--- src/common/fm_macros.svh ---
/* register map and sizing of the FM register front end
   timer B prescale must stay a power of two */
`ifndef FM_MACROS_SVH
`define FM_MACROS_SVH

// channels and sequencer slots, four operators per channel
`define FM_NUM_CH     6
`define FM_NUM_SLOT   24

// timers
`define FM_TA_W       10
`define FM_TB_W       8
`define FM_TB_DIV     16

// global register addresses, anything below this is global
`define FM_REG_GLOBAL_END 8'h30
`define FM_REG_TESTYM     8'h21
`define FM_REG_LFO        8'h22
`define FM_REG_CLKA1      8'h24
`define FM_REG_CLKA2      8'h25
`define FM_REG_CLKB       8'h26
`define FM_REG_TIMER      8'h27
`define FM_REG_KON        8'h28
`define FM_REG_PCM        8'h2A
`define FM_REG_PCM_EN     8'h2B
`define FM_REG_DACTEST    8'h2C
`define FM_REG_CLK_N6     8'h2D
`define FM_REG_CLK_N3     8'h2E
`define FM_REG_CLK_N2     8'h2F

`endif

--- src/common/fm_pkg.sv ---
/* shared types of the FM register front end
   channel numbers in fm_upd_t and fm_slot_params_t run 0 to 5 */
package fm_pkg;

	// host port, odd addr carries data, addr[1] picks the upper bank
	typedef struct packed {
		logic [1:0] addr;
		logic [7:0] din;
		logic       write;
	} fm_bus_t;

	typedef enum logic [2:0] {
		KON,
		FNUM_LO,
		BLK_FNUM_HI,
		FB_ALG,
		DT1_MUL,
		TL,
		KS_AR
	} fm_upd_kind_e;

	typedef struct packed {
		logic         valid;
		fm_upd_kind_e kind;
		logic [2:0]   ch;
		logic [1:0]   op;
		logic [7:0]   data;
	} fm_upd_t;

	// fast mirrors glob.fast_timers for the timer block
	typedef struct packed {
		logic [9:0] value_a;
		logic [7:0] value_b;
		logic       load_a;
		logic       load_b;
		logic       irq_en_a;
		logic       irq_en_b;
		logic       clr_a;
		logic       clr_b;
		logic       fast;
	} fm_timer_cfg_t;

	typedef struct packed {
		logic       lfo_en;
		logic [2:0] lfo_freq;
		logic [8:0] pcm;
		logic       pcm_en;
		logic       fast_timers;
		logic       eg_stop;
		logic       pg_stop;
	} fm_global_t;

	typedef struct packed {
		logic [2:0]  ch;
		logic [1:0]  op;
		logic        keyon;
		logic [10:0] fnum;
		logic [2:0]  block;
		logic [2:0]  fb;
		logic [2:0]  alg;
		logic [2:0]  dt1;
		logic [3:0]  mul;
		logic [6:0]  tl;
		logic [1:0]  ks;
		logic [4:0]  ar;
	} fm_slot_params_t;

endpackage

--- src/hdl/fm_timers.sv ---
`timescale 1ns/100ps
/* timers A and B, counters sit at their start value while load is low
   flags set only with the irq enable, clr wins over a same-cycle overflow */
`include "fm_macros.svh"

module fm_timers (
	input  logic                  clk,
	input  logic                  rst,
	input  logic                  clk_en,
	input  logic                  sample,
	input  fm_pkg::fm_timer_cfg_t tcfg,
	output logic                  flag_a,
	output logic                  flag_b,
	output logic                  irq
);
	localparam int PRE_W = $clog2(`FM_TB_DIV);

	logic [`FM_TA_W-1:0] cnt_a;
	logic [`FM_TB_W-1:0] cnt_b;
	logic [PRE_W-1:0]    pre_b;
	logic                tick_a;
	logic                tick_b;
	logic                ovf_a;
	logic                ovf_b;

	// fast mode steps both timers on every clk_en
	assign tick_a = tcfg.fast ? clk_en : sample;
	assign tick_b = tcfg.fast ? clk_en : (sample && pre_b == PRE_W'(`FM_TB_DIV - 1));

	assign ovf_a = tick_a && tcfg.load_a && (&cnt_a);
	assign ovf_b = tick_b && tcfg.load_b && (&cnt_b);

	always_ff @(posedge clk) begin
		if (rst)
			cnt_a <= '0;
		else if (!tcfg.load_a || ovf_a)
			cnt_a <= tcfg.value_a;
		else if (tick_a)
			cnt_a <= cnt_a + 1'b1;
	end

	// timer B prescaler restarts with each load
	always_ff @(posedge clk) begin
		if (rst || !tcfg.load_b)
			pre_b <= '0;
		else if (sample)
			pre_b <= pre_b + 1'b1;
	end

	always_ff @(posedge clk) begin
		if (rst)
			cnt_b <= '0;
		else if (!tcfg.load_b || ovf_b)
			cnt_b <= tcfg.value_b;
		else if (tick_b)
			cnt_b <= cnt_b + 1'b1;
	end

	always_ff @(posedge clk) begin
		if (rst) begin
			flag_a <= 1'b0;
			flag_b <= 1'b0;
		end else begin
			if (tcfg.clr_a)
				flag_a <= 1'b0;
			else if (ovf_a && tcfg.irq_en_a)
				flag_a <= 1'b1;
			if (tcfg.clr_b)
				flag_b <= 1'b0;
			else if (ovf_b && tcfg.irq_en_b)
				flag_b <= 1'b1;
		end
	end

	assign irq = flag_a | flag_b;

	flag_a_gated: assert property (@(posedge clk) disable iff (rst)
		$rose(flag_a) |-> $past(tcfg.irq_en_a));
	flag_b_gated: assert property (@(posedge clk) disable iff (rst)
		$rose(flag_b) |-> $past(tcfg.irq_en_b));

endmodule

--- src/mmr/fm_mmr.sv ---
`timescale 1ns/100ps
/* host write decode, one write per rising edge of bus.write, applied one clk after sampling
   busy covers the whole write; the host should wait for it low between writes */
`include "fm_macros.svh"

module fm_mmr (
	input  logic                  clk,
	input  logic                  rst,
	input  logic                  cen,
	input  fm_pkg::fm_bus_t       bus,
	input  logic                  slot_busy,
	output logic                  clk_en,
	output logic                  busy,
	output fm_pkg::fm_upd_t       upd,
	output fm_pkg::fm_global_t    glob,
	output fm_pkg::fm_timer_cfg_t tcfg
);
	import fm_pkg::*;

	logic [2:0]   cen_cnt;
	logic [2:0]   cen_lim;
	fm_bus_t      bus_q;
	logic         old_write;
	logic         wr_edge;
	logic [7:0]   sel_reg;
	logic [2:0]   up_ch;
	logic [1:0]   up_op;
	fm_upd_kind_e kind;
	logic         kind_ok;

	// bank bit plus sub-channel to a 0..5 channel index
	function automatic logic [2:0] ch_index(input logic bank, input logic [1:0] sub);
		return bank ? 3'(sub) + 3'd3 : 3'(sub);
	endfunction

	// clock enable divider, limit 5/2/1 gives /6, /3, /2
	assign clk_en = cen && (cen_cnt >= cen_lim);

	always_ff @(posedge clk) begin
		if (rst)
			cen_cnt <= 3'd0;
		else if (cen)
			cen_cnt <= clk_en ? 3'd0 : cen_cnt + 3'd1;
	end

	assign wr_edge = bus_q.write && !old_write;

	// which stored register the selected address targets
	always_comb begin
		kind = FNUM_LO;
		kind_ok = 1'b1;
		case (sel_reg[7:2])
			6'h28: kind = FNUM_LO;
			6'h29: kind = BLK_FNUM_HI;
			6'h2C: kind = FB_ALG;
			default: begin
				case (sel_reg[7:4])
					4'h3: kind = DT1_MUL;
					4'h4: kind = TL;
					4'h5: kind = KS_AR;
					default: kind_ok = 1'b0;
				endcase
			end
		endcase
		// slot 3 of each group does not exist
		if (sel_reg[1:0] == 2'b11)
			kind_ok = 1'b0;
	end

	always_ff @(posedge clk) begin
		if (rst) begin
			bus_q     <= '0;
			old_write <= 1'b0;
			sel_reg   <= 8'h00;
			up_ch     <= 3'd0;
			up_op     <= 2'd0;
			cen_lim   <= 3'd5;
			busy      <= 1'b0;
			upd       <= '0;
			glob      <= '0;
			tcfg      <= '0;
		end else begin
			bus_q <= bus;
			old_write <= bus_q.write;
			upd.valid <= 1'b0;
			if (wr_edge) begin
				busy <= 1'b1;
				if (!bus_q.addr[0]) begin
					sel_reg <= bus_q.din;
					up_ch <= {bus_q.addr[1], bus_q.din[1:0]};
					// op order 0=S1 1=S3 2=S2 3=S4
					up_op <= bus_q.din[3:2];
				end else if (sel_reg < `FM_REG_GLOBAL_END) begin
					case (sel_reg)
						`FM_REG_TESTYM: begin
							glob.eg_stop <= bus_q.din[5];
							glob.pg_stop <= bus_q.din[3];
							glob.fast_timers <= bus_q.din[2];
							tcfg.fast <= bus_q.din[2];
						end
						`FM_REG_LFO: {glob.lfo_en, glob.lfo_freq} <= bus_q.din[3:0];
						`FM_REG_CLKA1: tcfg.value_a[9:2] <= bus_q.din;
						`FM_REG_CLKA2: tcfg.value_a[1:0] <= bus_q.din[1:0];
						`FM_REG_CLKB: tcfg.value_b <= bus_q.din;
						`FM_REG_TIMER: begin
							{tcfg.clr_b, tcfg.clr_a, tcfg.irq_en_b, tcfg.irq_en_a,
								tcfg.load_b, tcfg.load_a} <= bus_q.din[5:0];
						end
						`FM_REG_KON: begin
							// channel in din[2:0], operator keys in din[7:4]
							if (bus_q.din[1:0] != 2'b11) begin
								upd.valid <= 1'b1;
								upd.kind <= KON;
								upd.ch <= ch_index(bus_q.din[2], bus_q.din[1:0]);
								upd.op <= 2'd0;
								upd.data <= bus_q.din;
							end
						end
						`FM_REG_PCM: glob.pcm[8:1] <= bus_q.din;
						`FM_REG_DACTEST: glob.pcm[0] <= bus_q.din[3];
						`FM_REG_PCM_EN: glob.pcm_en <= bus_q.din[7];
						`FM_REG_CLK_N6: cen_lim <= 3'd5;
						`FM_REG_CLK_N3: cen_lim <= 3'd2;
						`FM_REG_CLK_N2: cen_lim <= 3'd1;
						default: ;
					endcase
				end else if (kind_ok) begin
					upd.valid <= 1'b1;
					upd.kind <= kind;
					upd.ch <= ch_index(up_ch[2], up_ch[1:0]);
					upd.op <= up_op;
					upd.data <= bus_q.din;
				end
			end else if (clk_en) begin
				// flag clears are one-shot
				tcfg.clr_a <= 1'b0;
				tcfg.clr_b <= 1'b0;
				// upd still in flight is not yet seen in slot_busy
				if (!slot_busy && !upd.valid)
					busy <= 1'b0;
			end
		end
	end

	upd_one_shot: assert property (@(posedge clk) disable iff (rst) upd.valid |=> !upd.valid);

endmodule

--- src/mmr/fm_slot_regs.sv ---
`timescale 1ns/100ps
/* per-slot parameter store, one pending write per register kind at a time
   a newer write of the same kind replaces one not yet applied */
`include "fm_macros.svh"

module fm_slot_regs (
	input  logic                    clk,
	input  logic                    rst,
	input  logic                    clk_en,
	input  fm_pkg::fm_upd_t         upd,
	output logic                    slot_busy,
	output logic                    sample,
	output fm_pkg::fm_slot_params_t slot_params
);
	import fm_pkg::*;

	localparam int NS = `FM_NUM_SLOT;
	localparam int NC = `FM_NUM_CH;
	localparam int K_LO = int'(FNUM_LO);
	localparam int K_HI = int'(KS_AR);

	logic [4:0]    slot;
	logic [2:0]    cur_ch;
	logic [1:0]    cur_op;
	logic          chan_kind;
	logic [4:0]    upd_slot;
	logic [NS-1:0] upd_bit;

	// channel storage
	logic [10:0] fnum_mem [NC];
	logic [2:0]  block_mem [NC];
	logic [2:0]  fb_mem [NC];
	logic [2:0]  alg_mem [NC];
	// operator storage, indexed by slot
	logic [2:0] dt1_mem [NS];
	logic [3:0] mul_mem [NS];
	logic [6:0] tl_mem [NS];
	logic [1:0] ks_mem [NS];
	logic [4:0] ar_mem [NS];
	logic       keyon_mem [NS];

	logic [NS-1:0] pend [K_LO:K_HI];
	logic [7:0]    lat [K_LO:K_HI];
	logic          kon_pend;
	logic [2:0]    kon_ch;
	logic [3:0]    kon_bits;

	// channel-major, four operators per channel
	assign cur_ch = slot[4:2];
	assign cur_op = slot[1:0];

	// channel registers land on the channel's first slot
	assign chan_kind = upd.kind inside {FNUM_LO, BLK_FNUM_HI, FB_ALG};
	assign upd_slot = {upd.ch, chan_kind ? 2'b00 : upd.op};
	assign upd_bit = NS'(1) << upd_slot;

	always_ff @(posedge clk) begin
		if (rst) begin
			slot <= 5'd0;
			sample <= 1'b0;
			kon_pend <= 1'b0;
			for (int k = K_LO; k <= K_HI; k++)
				pend[k] <= '0;
			for (int c = 0; c < NC; c++) begin
				fnum_mem[c] <= '0;
				block_mem[c] <= '0;
				fb_mem[c] <= '0;
				alg_mem[c] <= '0;
			end
			for (int s = 0; s < NS; s++) begin
				dt1_mem[s] <= '0;
				mul_mem[s] <= '0;
				tl_mem[s] <= '0;
				ks_mem[s] <= '0;
				ar_mem[s] <= '0;
				keyon_mem[s] <= 1'b0;
			end
		end else begin
			sample <= 1'b0;
			if (clk_en) begin
				slot <= (slot == 5'(NS - 1)) ? 5'd0 : slot + 5'd1;
				sample <= slot == 5'(NS - 1);
				// key bits din[7:4] are S1 S2 S3 S4
				if (kon_pend) begin
					keyon_mem[{kon_ch, 2'd0}] <= kon_bits[0];
					keyon_mem[{kon_ch, 2'd1}] <= kon_bits[2];
					keyon_mem[{kon_ch, 2'd2}] <= kon_bits[1];
					keyon_mem[{kon_ch, 2'd3}] <= kon_bits[3];
					kon_pend <= 1'b0;
				end
				if (pend[FNUM_LO][slot])
					fnum_mem[cur_ch][7:0] <= lat[FNUM_LO];
				if (pend[BLK_FNUM_HI][slot])
					{block_mem[cur_ch], fnum_mem[cur_ch][10:8]} <= lat[BLK_FNUM_HI][5:0];
				if (pend[FB_ALG][slot])
					{fb_mem[cur_ch], alg_mem[cur_ch]} <= lat[FB_ALG][5:0];
				if (pend[DT1_MUL][slot])
					{dt1_mem[slot], mul_mem[slot]} <= lat[DT1_MUL][6:0];
				if (pend[TL][slot])
					tl_mem[slot] <= lat[TL][6:0];
				if (pend[KS_AR][slot]) begin
					ks_mem[slot] <= lat[KS_AR][7:6];
					ar_mem[slot] <= lat[KS_AR][4:0];
				end
				for (int k = K_LO; k <= K_HI; k++)
					pend[k][slot] <= 1'b0;
			end
			// a new request wins over the clear above
			if (upd.valid) begin
				if (upd.kind == KON) begin
					kon_pend <= 1'b1;
					kon_ch <= upd.ch;
					kon_bits <= upd.data[7:4];
				end else begin
					pend[upd.kind] <= upd_bit;
					lat[upd.kind] <= upd.data;
				end
			end
		end
	end

	always_comb begin
		slot_busy = kon_pend;
		for (int k = K_LO; k <= K_HI; k++)
			slot_busy = slot_busy | (|pend[k]);
	end

	always_comb begin
		slot_params.ch = cur_ch;
		slot_params.op = cur_op;
		slot_params.keyon = keyon_mem[slot];
		slot_params.fnum = fnum_mem[cur_ch];
		slot_params.block = block_mem[cur_ch];
		slot_params.fb = fb_mem[cur_ch];
		slot_params.alg = alg_mem[cur_ch];
		slot_params.dt1 = dt1_mem[slot];
		slot_params.mul = mul_mem[slot];
		slot_params.tl = tl_mem[slot];
		slot_params.ks = ks_mem[slot];
		slot_params.ar = ar_mem[slot];
	end

	slot_range: assert property (@(posedge clk) disable iff (rst) slot < 5'(NS));

endmodule

--- src/hdl/fm_regs_top.sv ---
`timescale 1ns/100ps
/* FM register front end, host port in, per-slot parameters out
   cen is the chip clock enable, divided internally to clk_en */
module fm_regs_top (
	input  logic                    clk,
	input  logic                    rst,
	input  logic                    cen,
	input  fm_pkg::fm_bus_t         bus,
	output logic                    busy,
	output logic                    irq,
	output logic                    flag_a,
	output logic                    flag_b,
	output logic                    sample,
	output logic                    clk_en,
	output fm_pkg::fm_global_t      glob,
	output fm_pkg::fm_slot_params_t slot_params
);
	import fm_pkg::*;

	logic          slot_busy;
	fm_upd_t       upd;
	fm_timer_cfg_t tcfg;

	fm_mmr u_mmr (
		.clk       (clk),
		.rst       (rst),
		.cen       (cen),
		.bus       (bus),
		.slot_busy (slot_busy),
		.clk_en    (clk_en),
		.busy      (busy),
		.upd       (upd),
		.glob      (glob),
		.tcfg      (tcfg)
	);

	fm_slot_regs u_slot_regs (
		.clk         (clk),
		.rst         (rst),
		.clk_en      (clk_en),
		.upd         (upd),
		.slot_busy   (slot_busy),
		.sample      (sample),
		.slot_params (slot_params)
	);

	fm_timers u_timers (
		.clk    (clk),
		.rst    (rst),
		.clk_en (clk_en),
		.sample (sample),
		.tcfg   (tcfg),
		.flag_a (flag_a),
		.flag_b (flag_b),
		.irq    (irq)
	);

endmodule

--- config.mk ---
export PLATFORM = sky130hd
export DESIGN_NAME = fm_regs_top
export DESIGN_NICKNAME = d
export VERILOG_FILES = /design/src/common/fm_pkg.sv /design/src/hdl/fm_timers.sv /design/src/mmr/fm_mmr.sv /design/src/mmr/fm_slot_regs.sv /design/src/hdl/fm_regs_top.sv
export VERILOG_INCLUDE_DIRS = /design/src /design/src/common
export SDC_FILE = /design/constraint.sdc
export NUM_CORES = 2
export LEC_CHECK = 0
export BUFFER_PORTS_ARGS = -buffer_cell sky130_fd_sc_hd__buf_2
export CORE_ASPECT_RATIO = 1.25
export CORE_UTILIZATION = 36
export CTS_CLUSTER_DIAMETER = 30
export DETAILED_ROUTE_END_ITERATION = 8
export PLACE_DENSITY = 0.63
export SLEW_MARGIN = 20
export SYNTH_ARGS = -nofsm -noshare
export SYNTH_HDL_FRONTEND = slang
export SYNTH_SLANG_ARGS = --single-unit
--- constraint.sdc ---
create_clock -name clk -period 5.29 [get_ports clk]
set_input_delay 0.7935 -clock clk [delete_from_list [all_inputs] [get_ports clk]]
set_output_delay 0.7935 -clock clk [all_outputs]
set_load 0.02 [all_outputs]
# Yosys cells after proc, flatten, opt, wreduce, memory -nomap -nowiden
# Memories as Yosys holds them, arrays and structs flattened. A register that Yosys moved wholly into a read port is not among the register bits.
# Cells that the tools add are included.
totals:
  n_memories: 6
  ramBits: 552
  wordCells: 672
  inputBits: 14
  regBits: 416
  out_inout_bits: 70
mem_list:
  columns: ["memory", "words", "word_bits", "rd", "rd_ports_with_merged_regs", "wr", "line_no", "text"]
  rows:
  - ["u_slot_regs.tl_mem", 24, 7, 1, 1, 24, "fm_slot_regs.sv:37", "logic [6:0] tl_mem [NS];"]
  - ["u_slot_regs.pend", 6, 24, 6, 0, 7, "fm_slot_regs.sv:42", "logic [NS-1:0] pend [K_LO:K_HI];"]
  - ["u_slot_regs.ar_mem", 24, 5, 1, 1, 24, "fm_slot_regs.sv:39", "logic [4:0] ar_mem [NS];"]
  - ["u_slot_regs.ks_mem", 24, 2, 1, 1, 24, "fm_slot_regs.sv:38", "logic [1:0] ks_mem [NS];"]
  - ["u_slot_regs.lat", 6, 8, 6, 0, 1, "fm_slot_regs.sv:43", "logic [7:0] lat [K_LO:K_HI];"]
  - ["u_slot_regs.keyon_mem", 24, 1, 1, 1, 24, "fm_slot_regs.sv:40", "logic keyon_mem [NS];"]
classes:
  addsub: 7
  n_lt_le_gt_ge: 8
  n_reduce_logical: 68
  bitwise_logic: 157
  muxes: 280
  n_eq_ne: 31
  shift: 1
ops:
  columns: ["op", "n"]
  rows:
  - ["$mux W66", 4]
  - ["$mux W1", 194]
  - ["$or A1 B1 Y1", 151]
  - ["$reduce_or A24 Y1", 6]
  - ["$bwmux W66", 2]
  - ["$eq A8 B6 Y1 const B", 13]
  - ["$bwmux W96", 1]
  - ["$mux W5", 17]
  - ["$bwmux W72", 1]
  - ["$mux W17", 4]
  - ["$demux W11 S3", 2]
  - ["$bwmux W18", 3]
  - ["$mux W3", 15]
  - ["$reduce_and A4 Y1", 11]
  - ["$bmux W11 S3", 1]
  - ["$mux W11", 3]
  - ["$bmux W1 S5", 6]
  - ["$bmux W3 S3", 3]
  - ["$pmux W3 S3", 3]
  - ["$mux W24", 1]
  - ["$mux W8", 3]
  - ["$shl A1 B5 Y24 const A", 1]
  - ["$bmux W4 S5", 1]
  - ["$demux W4 S5", 1]
  - ["51 further kinds", 105]

# Logic depth before layout (Yosys ltp)
# An unclocked memory read counts as a cell.
logic_depth:
  depth_word: 13
  depth_mapped: 10
  mapped_depth_nobuf: 9

# Cells and area by module
# A second synthesis with hierarchy kept.
hier_totals:
  cells_unflattened: 4347
  area_unflattened_um2: 52058.7
modules_own_cells:
  columns: ["mod", "seq_area_each_um2", "instances", "area_each_um2", "cells_per_inst"]
  rows:
  - ["fm_slot_regs", 26185.1, 1, 46821.2, 3750]
  - ["fm_mmr", 1721.7, 1, 3643.5, 406]
  - ["fm_timers", 480.5, 1, 1594.0, 191]

# Worst setup path after synthesis
# Ideal clock, no wire load.
synth_path:
  path_type: "register -> output"
  startpoint: "register u_slot_regs.slot[0]"
  endpoint: "output slot_params[14] (netlist name)"
  path_buffers: 4
  stages_incl_launch_ff: 8
  slack_ps: 2042
  t_arrival_ps: 2455
  required_ps: 4497
  cell_sequence: "dfxtp_1 > buf_6 > buf_4 > buf_2 > buf_2 > mux4_2 > a22oi_1 > nand3_1"
synth_lines:
  columns: ["item", "line_no", "text"]
  rows:
  - ["start, declared", "fm_slot_regs.sv:22", "logic [4:0] slot;"]
  - ["start signal, assigned", "fm_slot_regs.sv:81", "slot <= (slot == 5'(NS - 1)) ? 5'd0 : slot + 5'd1;"]
  - ["end, declared", "fm_regs_top.sv:16", "output fm_pkg::fm_slot_params_t slot_params"]

==> metrics.md <==
| Metric | Value |
|---|---|
| Resize count post-CTS | 0 |
| PwrDens | a little under 400 nW/um^2 |
| Largest family of logic cells by synthesized area | multiplexers |
| Slew @ Worst Pin | 1.12 ns |
| Hold Violations, Final | 0 |
| Pre-CTS setup slack | between 1.5 and 2 ns |
| Core box area | between 100000 and 150000 um^2 |
| Estimated wirelength of the detail-placed design | approximately 85 mm |
| Post-synthesis xor/xnor area fraction | 0.00130 |
| Initial core utilization | 0.363 |
| Hold-fix buffers, CTS | 0 |
| Largest cells by area after synthesis | edfxtp_1 43%, dfxtp_1 17%, mux4_2 11% |
| Final core occ | 0.435 |
| Rows | 148 |
| Max Clock Freq | 233 MHz |
| # DRC | 1 |
| Synth cell count leaders | 811 x nor2_1, 672 x edfxtp_1, 410 x dfxtp_1 |
| Chip Width | 326 um |
| Area of the multi-input gates | ~18000 um^2 |
| Synth warn | 0 |
| Critical Path, Cell by Cell | nand2b_1 > nor2_4 > a22oi_1 > nand3_1 > buf_2 |
| Most flops, register | u_slot_regs.tl_mem |
| Flops & latches, synth | around 1.1k |
| Period utilization | 0.811 |
| Crit path largest cell delay | around 0.94 ns |
| Crit-path slowest cell | dfxtp_2 |
| Largest net degree at the start of global routing | 108 |
| Ports | 84 |
| Count leader, synth | nor2_1 |
| First-pass GRT wire length | between 150 and 200 mm |
| Worst reg2reg path startpoint | u_slot_regs.slot[2] |
| Setup bufs post-CTS | 0 |
| Worst-case hold slack | 0.233 ns |
| DRT Wirelength | around 130 mm |
| Worst setup EP type | primary output |
| DIE AREA | 132000 um^2 |
| Synthesis-to-finish area growth | 19.9% |
| Max cap viols | 0 |
| Wire per inst | around 22 um |
| Final clock skew | around 0.035 ns |
| Hold_sp | bus[2] |
| Clock Latency Late Sink | 0.78 ns |
| Worst Path Class, Setup | flip-flop to primary output |
| Yosys top cell by area | edfxtp_1 |
| Data required, critical path | around 4.5 ns |
| Min-Delay Endpoint | u_mmr.bus_q[2] |
| CTS tree | done |
| CTS clk-pin slew, worst paths | 0.06 ns |
| Vias in the first global route | around 31k |
| Fillers | between 10k and 15k |
| Ys flop type | edfxtp_1 |
| Worst R2R Path Depth | 8 |
| Via count | roughly 32k |
| Average vias per placed instance | roughly 5.4 |
| R2r setup slk | between 1.5 and 2 ns |
| Total CTS buffers | between 150 and 200 |
| FFs w/ async S/R, synth | 0 |
| Max FFs per register | about 220 |
| Slew headroom | 0.255 |
| Min cycle time layout | around 4.3 ns |
| Synth Area in Compound Gates | 0.0419 |
| Mapped cell area | between 40000 and 50000 um^2 |
| Antenna cells | 0 |
| Initial antenna violation count | 3 |
| Static Leakage | around 21 nW |
| Final count of negative-setup-slack endpoints | 0 |
| Net count, final | roughly 4k |
| Post-Synthesis Cells | roughly 3.7k |
| Number of flops mapped to enable cells by yosys | roughly 670 |
| Mux share of post-synthesis cell area | 0.191 |
| Initial DRC count | 3463 |
| Syn Area/Cell | 12.6 um^2 |
| Post-Synth Adder-Cell Area | 0.00531 |
| Outcome | complete, but fails checks |
| First-pass iteration count of the detailed router | 9 |
| Hold Path Class | input port to flip-flop |
| Clock Tree Root | clkbuf_16 |
| Max VDD drop | between 0.0003 and 0.0004 V |
| H-Tree Depth | 4 |
| Reg area | roughly 28000 um^2 |
| Post-Place Cells | between 5k and 6k |
| Gr ovfl total | 0 |
| Unrepaired setup endpoints after global routing | false |
| CTS sink count | around 1.1k |
| Share of layout cells above drive strength 1 | 0.192 |
| IO Port Bufs | between 80 and 90 |
| Biggest regs | u_slot_regs.tl_mem (224), u_slot_regs.ar_mem (160), u_slot_regs.pend (144) |
| Die Ht | around 400 um |
| Failing checks | design-rule violations |
| CP Launch Type | flip-flop |
| Finished Layout Cells | around 5.9k |
| Max clock buf depth | 3 |
| Total Negative Setup Slacks | 0 ns |
| Netlist cell types | 90 |
| Hold path depth | 2 |
| Antenna viol nets, final | 0 |
| Seq/Total Area, Yosys | 0.602 |
| Reg2reg end | u_slot_regs.fnum_mem[40] |
| Post-Synth Simple-Gate Area | 0.133 |
| Fin. max-slew vios | 0 |
| Post-synth top area share | 0.428 |
| GP Congestion | just under 0.9 |
| PnR worst setup slack | roughly 1.0 ns |
| CP Max Fanout | 29 |
| Arrival time at the worst endpoint | approximately 3.5 ns |
| GRT Total Usage | 0.197 |
[metal layers]
metal  track usage  routed length (um)  share of wire
met1         0.250               51800           0.39
met2         0.331               64800           0.49
met3        0.0404               11200          0.085
met4        0.0731                4070          0.031
met5             0                  13       0.000099
[power by group]
group          switching [mW]  total (mW)  internal, mW
clock                    4.40        12.6          8.19
sequential              0.101        9.25          9.15
combinational           0.294       0.431         0.136
total                    4.79        22.3          17.5
[through the flow]
| step | area [um^2] | power (mW) |
|---|---|---|
| final | 56500 | 22.3 |
| after global routing | 56500 | 22.8 |
| after CTS | 56500 | 22.4 |
| after detailed placement | 49800 | 9.84 |
| after global placement | 49800 | 9.83 |
| after floorplan | 47800 | 9.65 |
[area by class of cell]
cell class	instances	area share
Sequential cell	1082	0.502
Multi-Input combinational cell	2529	0.323
Clock buffer	233	0.0927
Tap cell	1725	0.0382
Clock inverter	131	0.0259
Timing Repair Buffer	132	0.0154
Inverter	37	0.00246
[worst max path at each step]
stage                        startpoint               to  slack, ns  depth (start not counted)
finish              u_slot_regs.slot[2]  slot_params[17]        1.0                          5
global route                  flip-flop   slot_params[1]       0.83                          5
CTS                           flip-flop   slot_params[0]       0.88                          5
detailed placement                  rst    u_mmr.upd[15]       1.72                          6
global placement                    rst    u_mmr.upd[15]       1.72                          6
floorplan           u_slot_regs.slot[0]  slot_params[14]       2.04                          7
[worst max-delay path, delay by kind of cell (launching register included)]
| kind | cells | cell delay, ns |
|---|---|---|
| simple gates | 3 | 1.28 |
| buf+inv | 1 | 0.19 |
| flops | 1 | 0.94 |
| compound gates | 1 | 0.26 |
[cells in the final DEF (no fill, tap or decap), types with 14 or more instances in the layout]
cell type,n
nor2_1,810
edfxtp_1,672
dfxtp_1,400
mux2i_1,365
nand2_1,347
mux4_2,223
clkbuf_16,201
conb_1,166
nand3_1,93
buf_2,82
a22oi_1,54
nor4_1,54
a21oi_1,49
buf_4,42
inv_1,34
inv_6,29
mux2_2,27
a31oi_1,27
nor2b_1,26
clkinv_2,24
clkbuf_1,23
o21ai_0,22
bufinv_16,22
nor3_1,19
clkinvlp_4,18
o22ai_1,16
ha_1,16
clkinv_1,16
clkinv_4,14
[kinds of logic after synthesis]
group,Yosys count
compound gates,262
mux,616
simple gates,1458
other cells,1
xor+xnor,7
buf+inv,291
flops,1082
fa+ha+maj,20
No activity file was read; power rests on OpenSTA's default activity.
